==> src/hw/irPkg.sv <==
// Instruction register package
// Field widths, microword special-function selector, opcode classes
// and the opcode constants shared by the IR slice

package irPkg;

   //////////////////////////////////////////////////////////////////////
   // Field widths
   //////////////////////////////////////////////////////////////////////

   // Data bus, full 36-bit word
   parameter int busWidth = 36;

   // Instruction register, left half of the word
   parameter int irWidth = 18;

   // Opcode and accumulator fields
   parameter int opWidth = 9;
   parameter int acWidth = 4;

   // Index field, follows the indirect bit
   parameter int xrWidth = 4;

   // Left part of the IR, loaded by the IR strobe
   parameter int irLeftWidth = opWidth + acWidth;

   //////////////////////////////////////////////////////////////////////
   // Enumerations
   //////////////////////////////////////////////////////////////////////

   // Microword special-function selector
   typedef enum logic [3:0] {
      specNone     = 4'd0,
      specLoadIr   = 4'd1,
      specLoadXr   = 4'd2,
      specLoadIrXr = 4'd3,
      specOther    = 4'd4
   } specSelT;

   // Coarse opcode class
   typedef enum logic [2:0] {
      opClassOther = 3'd0,
      opClassMove  = 3'd1,
      opClassArith = 3'd2,
      opClassJump  = 3'd3
   } opClassT;

   //////////////////////////////////////////////////////////////////////
   // Opcode constants
   //////////////////////////////////////////////////////////////////////

   parameter logic [0:opWidth-1] opJrst = 9'o254;

   // Class ranges, inclusive
   parameter logic [0:opWidth-1] opMoveFirst  = 9'o200;
   parameter logic [0:opWidth-1] opMoveLast   = 9'o217;
   parameter logic [0:opWidth-1] opJumpFirst  = 9'o250;
   parameter logic [0:opWidth-1] opJumpLast   = 9'o267;
   parameter logic [0:opWidth-1] opArithFirst = 9'o270;
   parameter logic [0:opWidth-1] opArithLast  = 9'o277;

endpackage

==> src/hw/instDecode.sv <==
// Instruction field decode stage
// Registered JRST 0 detect, coarse opcode class, and the
// indirect and indexed flags of the current IR

`timescale 1ns/1ps

module instDecode
(
   input  logic                          clk,
   input  logic                          rst,
   input  logic [0:irPkg::irWidth-1]     regIr,
   output logic                          opJrst0,
   output irPkg::opClassT                opClass,
   output logic                          irIndirect,
   output logic                          irIndexed
);

   // Field positions within the IR
   localparam int opLast   = irPkg::opWidth - 1;
   localparam int acFirst  = irPkg::opWidth;
   localparam int acLast   = irPkg::irLeftWidth - 1;
   localparam int indBit   = irPkg::irLeftWidth;
   localparam int xrFirst  = irPkg::irLeftWidth + 1;
   localparam int xrLast   = irPkg::irWidth - 1;

   //////////////////////////////////////////////////////////////////////
   // Field split
   //////////////////////////////////////////////////////////////////////

   logic [0:irPkg::opWidth-1] opField;
   logic [0:irPkg::acWidth-1] acField;
   logic                      indField;
   logic [0:irPkg::xrWidth-1] xrField;

   assign opField  = regIr[0:opLast];
   assign acField  = regIr[acFirst:acLast];
   assign indField = regIr[indBit];
   assign xrField  = regIr[xrFirst:xrLast];

   //////////////////////////////////////////////////////////////////////
   // Combinational decode
   //////////////////////////////////////////////////////////////////////

   logic           jrst0Next;
   irPkg::opClassT classNext;

   // JRST with AC 0 is the plain jump
   assign jrst0Next = (opField == irPkg::opJrst) && (acField == '0);

   // Class ranges from the package, jump range includes JRST
   always_comb
   begin
      classNext = irPkg::opClassOther;
      if ((opField >= irPkg::opMoveFirst) && (opField <= irPkg::opMoveLast))
      begin
         classNext = irPkg::opClassMove;
      end
      else if ((opField >= irPkg::opJumpFirst) && (opField <= irPkg::opJumpLast))
      begin
         classNext = irPkg::opClassJump;
      end
      else if ((opField >= irPkg::opArithFirst) && (opField <= irPkg::opArithLast))
      begin
         classNext = irPkg::opClassArith;
      end
   end

   //////////////////////////////////////////////////////////////////////
   // Stage 3 register
   //////////////////////////////////////////////////////////////////////

   always_ff @(posedge clk)
   begin
      if (rst)
      begin
         opJrst0    <= 1'b0;
         opClass    <= irPkg::opClassOther;
         irIndirect <= 1'b0;
         irIndexed  <= 1'b0;
      end
      else
      begin
         opJrst0    <= jrst0Next;
         opClass    <= classNext;
         irIndirect <= indField;
         irIndexed  <= (xrField != '0);   // any index register but 0
      end
   end

endmodule

==> src/hw/instRegister.sv <==
// Instruction register stage
// Split-loadable IR: opcode and AC on one strobe, indirect and index
// on the other; keeps the previous-context bit and flags full loads

`timescale 1ns/1ps

module instRegister
(
   input  logic                          clk,
   input  logic                          rst,
   input  logic                          loadIr,
   input  logic                          loadXr,
   input  logic [0:irPkg::irWidth-1]     busQ,
   input  logic                          prevQ,
   output logic [0:irPkg::irWidth-1]     regIr,
   output logic                          xrPrev,
   output logic                          regsLoad
);

   // Half boundaries
   localparam int leftLast   = irPkg::irLeftWidth - 1;
   localparam int rightFirst = irPkg::irLeftWidth;
   localparam int rightLast  = irPkg::irWidth - 1;

   //////////////////////////////////////////////////////////////////////
   // Instruction register
   //////////////////////////////////////////////////////////////////////

   // Both halves may load on the same edge
   always_ff @(posedge clk)
   begin
      if (rst)
      begin
         regIr <= '0;
      end
      else
      begin
         // Opcode and AC
         if (loadIr)
         begin
            regIr[0:leftLast] <= busQ[0:leftLast];
         end
         // Indirect bit and index
         if (loadXr)
         begin
            regIr[rightFirst:rightLast] <= busQ[rightFirst:rightLast];
         end
      end
   end

   // Previous context, follows the index half
   always_ff @(posedge clk)
   begin
      if (rst)
      begin
         xrPrev <= 1'b0;
      end
      else if (loadXr)
      begin
         xrPrev <= prevQ;
      end
   end

   // Full instruction loaded, used by the trace stage
   always_ff @(posedge clk)
   begin
      if (rst)
      begin
         regsLoad <= 1'b0;
      end
      else
      begin
         regsLoad <= loadIr && loadXr;
      end
   end

   //////////////////////////////////////////////////////////////////////
   // Checks
   //////////////////////////////////////////////////////////////////////

   // No full-load flag without both strobes the cycle before
   aRegsLoad : assert property (@(posedge clk) disable iff (rst)
         regsLoad |-> $past(loadIr && loadXr))
      else $error("instRegister: regsLoad without a combined load");

endmodule

==> src/hw/irTrace.sv <==
// Instruction trace capture
// Records each fully loaded instruction with its context bit and
// keeps a wrapping count of recorded instructions

`timescale 1ns/1ps

module irTrace
#(
   parameter int countWidth = 8
)
(
   input  logic                          clk,
   input  logic                          rst,
   input  logic                          regsLoad,
   input  logic [0:irPkg::irWidth-1]     regIr,
   input  logic                          xrPrev,
   output logic                          traceValid,
   output logic [0:irPkg::irWidth-1]     traceIr,
   output logic                          traceXrPrev,
   output logic [countWidth-1:0]         traceCount
);

   //////////////////////////////////////////////////////////////////////
   // Capture register
   //////////////////////////////////////////////////////////////////////

   // Record held until the next full load
   always_ff @(posedge clk)
   begin
      if (rst)
      begin
         traceIr     <= '0;
         traceXrPrev <= 1'b0;
      end
      else if (regsLoad)
      begin
         traceIr     <= regIr;
         traceXrPrev <= xrPrev;
      end
   end

   // One-cycle valid pulse and running count
   always_ff @(posedge clk)
   begin
      if (rst)
      begin
         traceValid <= 1'b0;
         traceCount <= '0;
      end
      else
      begin
         traceValid <= regsLoad;
         if (regsLoad)
         begin
            // Wraps naturally at the counter width
            traceCount <= traceCount + 1'b1;
         end
      end
   end

   //////////////////////////////////////////////////////////////////////
   // Checks
   //////////////////////////////////////////////////////////////////////

   // Valid pulse lags the full load by exactly one cycle
   aTraceValid : assert property (@(posedge clk) disable iff (rst)
         traceValid == $past(regsLoad))
      else $error("irTrace: traceValid out of step with regsLoad");

endmodule

==> src/hw/irUnit.sv <==
// Instruction register unit
// Microword decode, split-loaded IR, field decode and trace capture
// joined into a three-stage pipeline

`timescale 1ns/1ps

module irUnit
#(
   parameter int countWidth = 8
)
(
   input  logic                          clk,
   input  logic                          rst,
   input  logic                          clken,
   input  irPkg::specSelT                specSel,
   input  logic                          specEn40,
   input  logic                          specEn20,
   input  logic [0:irPkg::busWidth-1]    dbus,
   input  logic                          prevEn,
   output logic [0:irPkg::irWidth-1]     regIr,
   output logic                          xrPrev,
   output logic                          opJrst0,
   output irPkg::opClassT                opClass,
   output logic                          irIndirect,
   output logic                          irIndexed,
   output logic                          traceValid,
   output logic [0:irPkg::irWidth-1]     traceIr,
   output logic                          traceXrPrev,
   output logic [countWidth-1:0]         traceCount
);

   // Stage 1 to stage 2
   logic                      loadIr;
   logic                      loadXr;
   logic                      prevQ;
   logic [0:irPkg::irWidth-1] busQ;

   // Stage 2 to trace
   logic regsLoad;

   //////////////////////////////////////////////////////////////////////
   // Pipeline stages
   //////////////////////////////////////////////////////////////////////

   specDecode specDecode0 (
      .clk      (clk),
      .rst      (rst),
      .clken    (clken),
      .specSel  (specSel),
      .specEn40 (specEn40),
      .specEn20 (specEn20),
      .dbus     (dbus),
      .prevEn   (prevEn),
      .loadIr   (loadIr),
      .loadXr   (loadXr),
      .prevQ    (prevQ),
      .busQ     (busQ)
   );

   instRegister instRegister0 (
      .clk      (clk),
      .rst      (rst),
      .loadIr   (loadIr),
      .loadXr   (loadXr),
      .busQ     (busQ),
      .prevQ    (prevQ),
      .regIr    (regIr),
      .xrPrev   (xrPrev),
      .regsLoad (regsLoad)
   );

   // Decode and trace both read stage 2 in parallel
   instDecode instDecode0 (
      .clk        (clk),
      .rst        (rst),
      .regIr      (regIr),
      .opJrst0    (opJrst0),
      .opClass    (opClass),
      .irIndirect (irIndirect),
      .irIndexed  (irIndexed)
   );

   irTrace #(
      .countWidth (countWidth)
   ) irTrace0 (
      .clk         (clk),
      .rst         (rst),
      .regsLoad    (regsLoad),
      .regIr       (regIr),
      .xrPrev      (xrPrev),
      .traceValid  (traceValid),
      .traceIr     (traceIr),
      .traceXrPrev (traceXrPrev),
      .traceCount  (traceCount)
   );

endmodule

==> src/hw/specDecode.sv <==
// Special-function decode stage
// Turns the microword special field into IR load strobes, gated by
// the clock enable, and registers them with the bus bits they load

`timescale 1ns/1ps

module specDecode
(
   input  logic                          clk,
   input  logic                          rst,
   input  logic                          clken,
   input  irPkg::specSelT                specSel,
   input  logic                          specEn40,
   input  logic                          specEn20,
   input  logic [0:irPkg::busWidth-1]    dbus,
   input  logic                          prevEn,
   output logic                          loadIr,
   output logic                          loadXr,
   output logic                          prevQ,
   output logic [0:irPkg::irWidth-1]     busQ
);

   // Selector matches, either half alone or both together
   logic selIr;
   logic selXr;

   // Strobes before the register
   logic loadIrNext;
   logic loadXrNext;

   assign selIr = (specSel == irPkg::specLoadIr) || (specSel == irPkg::specLoadIrXr);
   assign selXr = (specSel == irPkg::specLoadXr) || (specSel == irPkg::specLoadIrXr);

   // Clock enable folded in here only
   assign loadIrNext = clken && specEn40 && selIr;
   assign loadXrNext = clken && specEn20 && selXr;

   //////////////////////////////////////////////////////////////////////
   // Stage 1 register
   //////////////////////////////////////////////////////////////////////

   always_ff @(posedge clk)
   begin
      if (rst)
      begin
         loadIr <= 1'b0;
         loadXr <= 1'b0;
         prevQ  <= 1'b0;
         busQ   <= '0;
      end
      else
      begin
         loadIr <= loadIrNext;
         loadXr <= loadXrNext;
         // Only the left half of the word reaches the IR
         busQ   <= dbus[0:irPkg::irWidth-1];
         prevQ  <= prevEn;
      end
   end

   //////////////////////////////////////////////////////////////////////
   // Checks
   //////////////////////////////////////////////////////////////////////

   // Combined selector with both enables loads both halves
   property pBothStrobes;
      @(posedge clk) disable iff (rst)
         (clken && specEn40 && specEn20 && specSel == irPkg::specLoadIrXr)
            |=> (loadIr && loadXr);
   endproperty

   aBothStrobes : assert property (pBothStrobes)
      else $error("specDecode: combined load did not raise both strobes");

endmodule

==> config.mk <==
export PLATFORM = sky130hd
export DESIGN_NAME = irUnit
export DESIGN_NICKNAME = d
export VERILOG_FILES = /design/src/hw/irPkg.sv /design/src/hw/instDecode.sv /design/src/hw/instRegister.sv /design/src/hw/irTrace.sv /design/src/hw/irUnit.sv /design/src/hw/specDecode.sv
export SDC_FILE = /design/constraint.sdc
export NUM_CORES = 1
export LEC_CHECK = 0
export BUFFER_PORTS_ARGS = -buffer_cell sky130_fd_sc_hd__buf_2
export CELL_PAD_IN_SITES_DETAIL_PLACEMENT = 0
export CELL_PAD_IN_SITES_GLOBAL_PLACEMENT = 2
export CORE_AREA = 2 2 98 100
export DETAILED_ROUTE_END_ITERATION = 10
export DIE_AREA = 0 0 100 102
export GPL_ROUTABILITY_DRIVEN = 1
export PLACE_DENSITY = 0.85
export SLEW_MARGIN = 10
export SYNTH_ARGS = -nofsm -noshare
export SYNTH_HDL_FRONTEND = slang
export SYNTH_HIERARCHICAL = 1
export SYNTH_SLANG_ARGS = --single-unit
==> constraint.sdc <==
create_clock -name clk -period 1.7 [get_ports clk]
set_input_delay 0.17 -clock clk [delete_from_list [all_inputs] [get_ports clk]]
set_output_delay 0.17 -clock clk [all_outputs]
set_load 0.005 [all_outputs]
## After elaboration in Yosys (flattened, before gate mapping)

Cells that the tools add are included.

| word-level totals | value |
|---|---|
| register bits after elaboration | 75 |
| input port bits | 46 |
| output and inout port bits | 53 |
| word-level logic and storage cells | 47 |

| operators by class | value |
|---|---|
| add/sub/neg operators | 1 |
| order comparisons | 6 |
| equal/unequal tests | 4 |
| muxes and demuxes | 3 |
| reductions and logical operators | 15 |

Operators with widths:

| operator | count |
|---|---|
| 9-bit by 8-bit >= comparator with 1-bit output (second input constant) | 3 |
| 9-bit by 8-bit <= comparator with 1-bit output (second input constant) | 3 |
| 9-bit by 8-bit == test with 1-bit output (second input constant) | 1 |
| 1-bit logical AND | 9 |
| 8-bit by 1-bit adder with 8-bit output (second input constant) | 1 |
| 4-bit by 2-bit == test with 1-bit output (second input constant) | 2 |
| 4-bit by 1-bit == test with 1-bit output (second input constant) | 1 |
| 4-bit zero test | 1 |
| 2-bit two-way mux | 2 |
| 4-bit nonzero test | 1 |
| 3-bit OR reduction | 1 |
| 1-bit logical OR | 2 |
| 2-bit OR reduction | 1 |
| 1-bit two-way mux | 1 |

## Depth between registers and ports, before layout

| depth | value |
|---|---|
| word-level depth | 5 |
| gate-level depth with buffers | 4 |
| depth with buffers taken out | 4 |

## Modules after synthesis

Netlist, hierarchy kept.

By module, submodules not included:

| module | instances | cells an instance | area each (µm²) | sequential area each (µm²) |
|---|---|---|---|---|
| irTrace | 1 | 100 | 1,027.2 | 560.5 |
| instRegister | 1 | 65 | 715.7 | 400.4 |
| specDecode | 1 | 45 | 591.8 | 420.4 |
| instDecode | 1 | 26 | 242.7 | 100.1 |

## Least setup slack after synthesis

OpenSTA, ideal clock, no wires.

| timing | value |
|---|---|
| kind | reg-to-reg |
| start point | register irTrace0.traceCount[0] |
| end point | register irTrace0.traceCount[6] |
| library setup time | 0.071 ns |
| arrival | 1.130 ns |
| data required time | 1.629 ns |
| path slack | 0.500 ns |
| stages on the path, launching flop included | 5 |
| buffers on the path | 0 |
| clock period less this slack | 1.200 ns |
| cell sequence | dfxtp_1 -> ha_1 -> nand3_1 -> or3_1 -> a21oi_1 |

| between the ends | value |
|---|---|
| cells in the longest elaborated chain, start to end | 1 |

Ends and longest elaborated chain:

| element | RTL line | source |
|---|---|---|
| start: declaration | irTrace.sv:20 | `output logic [countWidth-1:0] traceCount` |
| start signal: assignment | irTrace.sv:56 | `traceCount <= traceCount + 1'b1;` |
| 8-bit by 1-bit adder with 8-bit output | irTrace.sv:56 |  |

Every way passes these cells.
A chain may end at the register's enable or synchronous reset.

## Final worst setup path

Ends and elaborated chain as after synthesis.

==> results.md <==
- Worst-path maximum fanout: 4
- Final wirelength: 5612 um
- Leak: 1.378 nW
- Row count: 35
- Synth Cell Area: 2577 um^2
- Antenna Violating Nets Remaining: 0
- Placed Cells: 420
- R2r worst-path depth: 4
- Tmin final: around 1300 ps
- Power Density: 953.1 nW/um^2
- Setup tns final: 0 ps
- DR pass1 iterations: 4
- Share of layout cells above drive strength 1: 0.3323
- Fmax: 776.6 MHz
- Vias in the first global route: 1802
- Crit end category: flop
- Clock Tree Buf Depth: 2
- Worst hold-check path type: input port to flop
- Critical path required time: 1980 ps
- Largest net degree at the start of global routing: 22
- Depth of the CTS H-tree: 3
- PortBufs: 79
- Initial Utilization: 0.2830
- Setup CP Type: flop to flop
- Die area: 10200 um^2
- Area grow syn2layout: 26.17%
- Worst slew pin tran: about 490 ps
- Hold path cells: 2
- CTS Buf Count: 9
- Clk sinks: 74
- Initial antenna violation count: 1
- Area leader, netlist: dfxtp_1
- Synthesized area per cell: 10.92 um^2
- Dpl hpwl: 3975 um
- Die width: ~100 um
- Congestion Overflow GR: 0
- Routed WL per cell: around 13 um
- Maximum VDD drop: about 0.36 mV
- Startpoint Class: flop
- CTS tree: done
- Synth top area share: 0.5748
- GPL Wtd Cong: about 0.7
- CTS Hold Bufs: 0
- Synth Instances: 236
- Max cap viols: 0
- Syn nets: 283
- Area contributors post-synth: dfxtp_1 (57%), mux2i_1 (15%), nor2_1 (7.0%)
- Fillcell total: 945
- Relative slew margins: 0.6692
- Total number of vias: 1869
- DRC errors left: 0
- Setup Fix Bufs, Post-CTS: 0
- Clk slew on worst S/H paths: 80 ps
- Period utilisation layout: 0.7574
- Clk Latency, worst-skew pair: 340 ps
- Post-synthesis sequential area ratio: 0.5748
- Via/cell ratio: roughly 4.3
- Initial drt markers: 14
- RSZ-0062 raised after global routing: false
- GRT Util Overall: 0.1159
- Register bit total from synthesis: 74
- Max Slew Vio Count: 0
- Final setup viols: 0
- Cell Area, Placed: 3072 um^2
- First-pass GRT wire length: slightly below 9000 um
- Clock skew: 7.075 ps
- Fin area: 3252 um^2
- Area of the core: a little over 9000 um^2
- Fin cells: 436
- Arrival time of the worst setup path: 1560 ps
- # diodes: 0
- Final #Nets: approximately 370
- Synth warn: 6
- Status: completed
- Resize count post-CTS: 0
- Chip height: 102 um
- Count of cell types in the netlist: 29
- I/O pins: between 90 and 100
- Root Driver: clkbuf_8
- Fin. Hold Viols: 0
-- where the power goes --
group	total, mW	switching, mW	leakage, nW	internal [mW]
Clock	1.24	0.663	0.0782	0.575
Combinational	0.0944	0.0469	0.698	0.0476
Sequential	1.77	0.00946	0.602	1.76
-- through the flow --
stage | setup WS, ps | hold slack (ps) | utilization | power, mW
2_1_floorplan | 499.9 | 241.6 | - | 1.857
3_3_place_gp | 456.6 | 383.8 | 0.3372 | 1.904
3_5_place_dp | 424.3 | 381.7 | 0.3372 | 1.907
4_1_cts | 402.9 | 0.5052 | 0.3570 | 3.163
5_1_grt | 299.4 | 14.28 | 0.3570 | 3.253
6_report | 412.4 | 27.94 | 0.3570 | 3.099
-- worst max-delay path, stage by stage (launching register included) --
cell and delay (ps):
dfxtp_1 420, ha_1 220, nand3_1 100, or3_1 350
a21oi_1 130
-- state kept, by name (all words and copies together), names as in the netlist, 2 cells and up --
| signal | count |
|---|---|
| irTrace0/traceCount | 8 |
| instRegister0/regIr | 18 |
| irTrace0/traceIr | 18 |
| specDecode0/busQ | 18 |
| instDecode0/opClass | 2 |
-- final timing paths --
check | from | endpoint | slack (ps)
max | irTrace0/traceCount[0] | irTrace0/traceCount[6] | 410
min | dbus[15] | specDecode0/busQ[15] | 30
max reg2reg | irTrace0/traceCount[0] | irTrace0/traceCount[6] | 410
min reg2reg | specDecode0/prevQ | instRegister0/xrPrev | 470
-- cells in the mapped netlist --
| master | instances |
|---|---|
| dfxtp_1 | 74 |
| nor2_1 | 48 |
| mux2i_1 | 39 |
| nor2b_1 | 21 |
| clkbuf_1 | 5 |
| nand2_1 | 5 |
| a21oi_1 | 4 |
| buf_4 | 4 |
| nand4_1 | 3 |
| o21ai_0 | 3 |
| or3_1 | 3 |
| xor2_1 | 3 |
| a211oi_1 | 2 |
| and3_1 | 2 |
| buf_2 | 2 |
| buf_6 | 2 |
| nand3_1 | 2 |
| nor4_1 | 2 |
| nor4b_4 | 2 |
| and4b_1 | 1 |
| buf_12 | 1 |
| conb_1 | 1 |
| ha_1 | 1 |
| inv_1 | 1 |
| nand2_2 | 1 |
| nand4_2 | 1 |
| nor4_2 | 1 |
| o31ai_1 | 1 |
| xnor2_1 | 1 |
-- layout by cell type (no fill, tap or decap), types with 2 or more instances in the layout --
cell type   netlist  final
buf_2             2     79
dfxtp_1          74     73
nor2_1           48     48
mux2i_1          39     39
nor2b_1          21     21
clkbuf_8          0     10
buf_4             4      8
nand2_1           5      5
clkinvlp_4        0      4
a21oi_1           4      4
nand4_1           3      3
o21ai_0           3      3
or3_1             3      3
xor2_1            3      3
nor4_1            2      2
nor4b_4           2      2
a211oi_1          2      2
nand3_1           2      2
and3_1            2      2
-- cell type report --
type                       count  area, um^2  area share
clock buffer                  11       141.4     0.04348
clock inverter                 5       38.79     0.01193
inverter                       1       3.754    0.001154
multi-input combinational    147       991.0      0.3047
sequential                    74        1483      0.4559
tap                          111       138.9     0.04271
timing repair buffer          87       455.4      0.1401
-- metal layers --
metal / global-route usage / up-vias / wire length, um
li1: - / 951 / -
met1: 0.1400 / 854 / 2650
met2: 0.1778 / 57 / 2512
met3: 0.04172 / 7 / 364
met4: 0.06955 / 0 / 83
met5: 0 / - / 0
-- cell families after synthesis --
kind of cell             count (synthesis)  share of synthesized area
XOR/XNOR                                 4                    0.01359
flip-flops                              74                     0.5748
AND/OR/NAND/NOR                         92                     0.1908
AO/OA/AOI/OAI                           10                    0.02233
buffers and inverters                   15                    0.04078
adder cells (fa/ha/maj)                  1                   0.004854
other                                    1                   0.001455
multiplexers                            39                     0.1515
(Power assumes the default switching activity.)
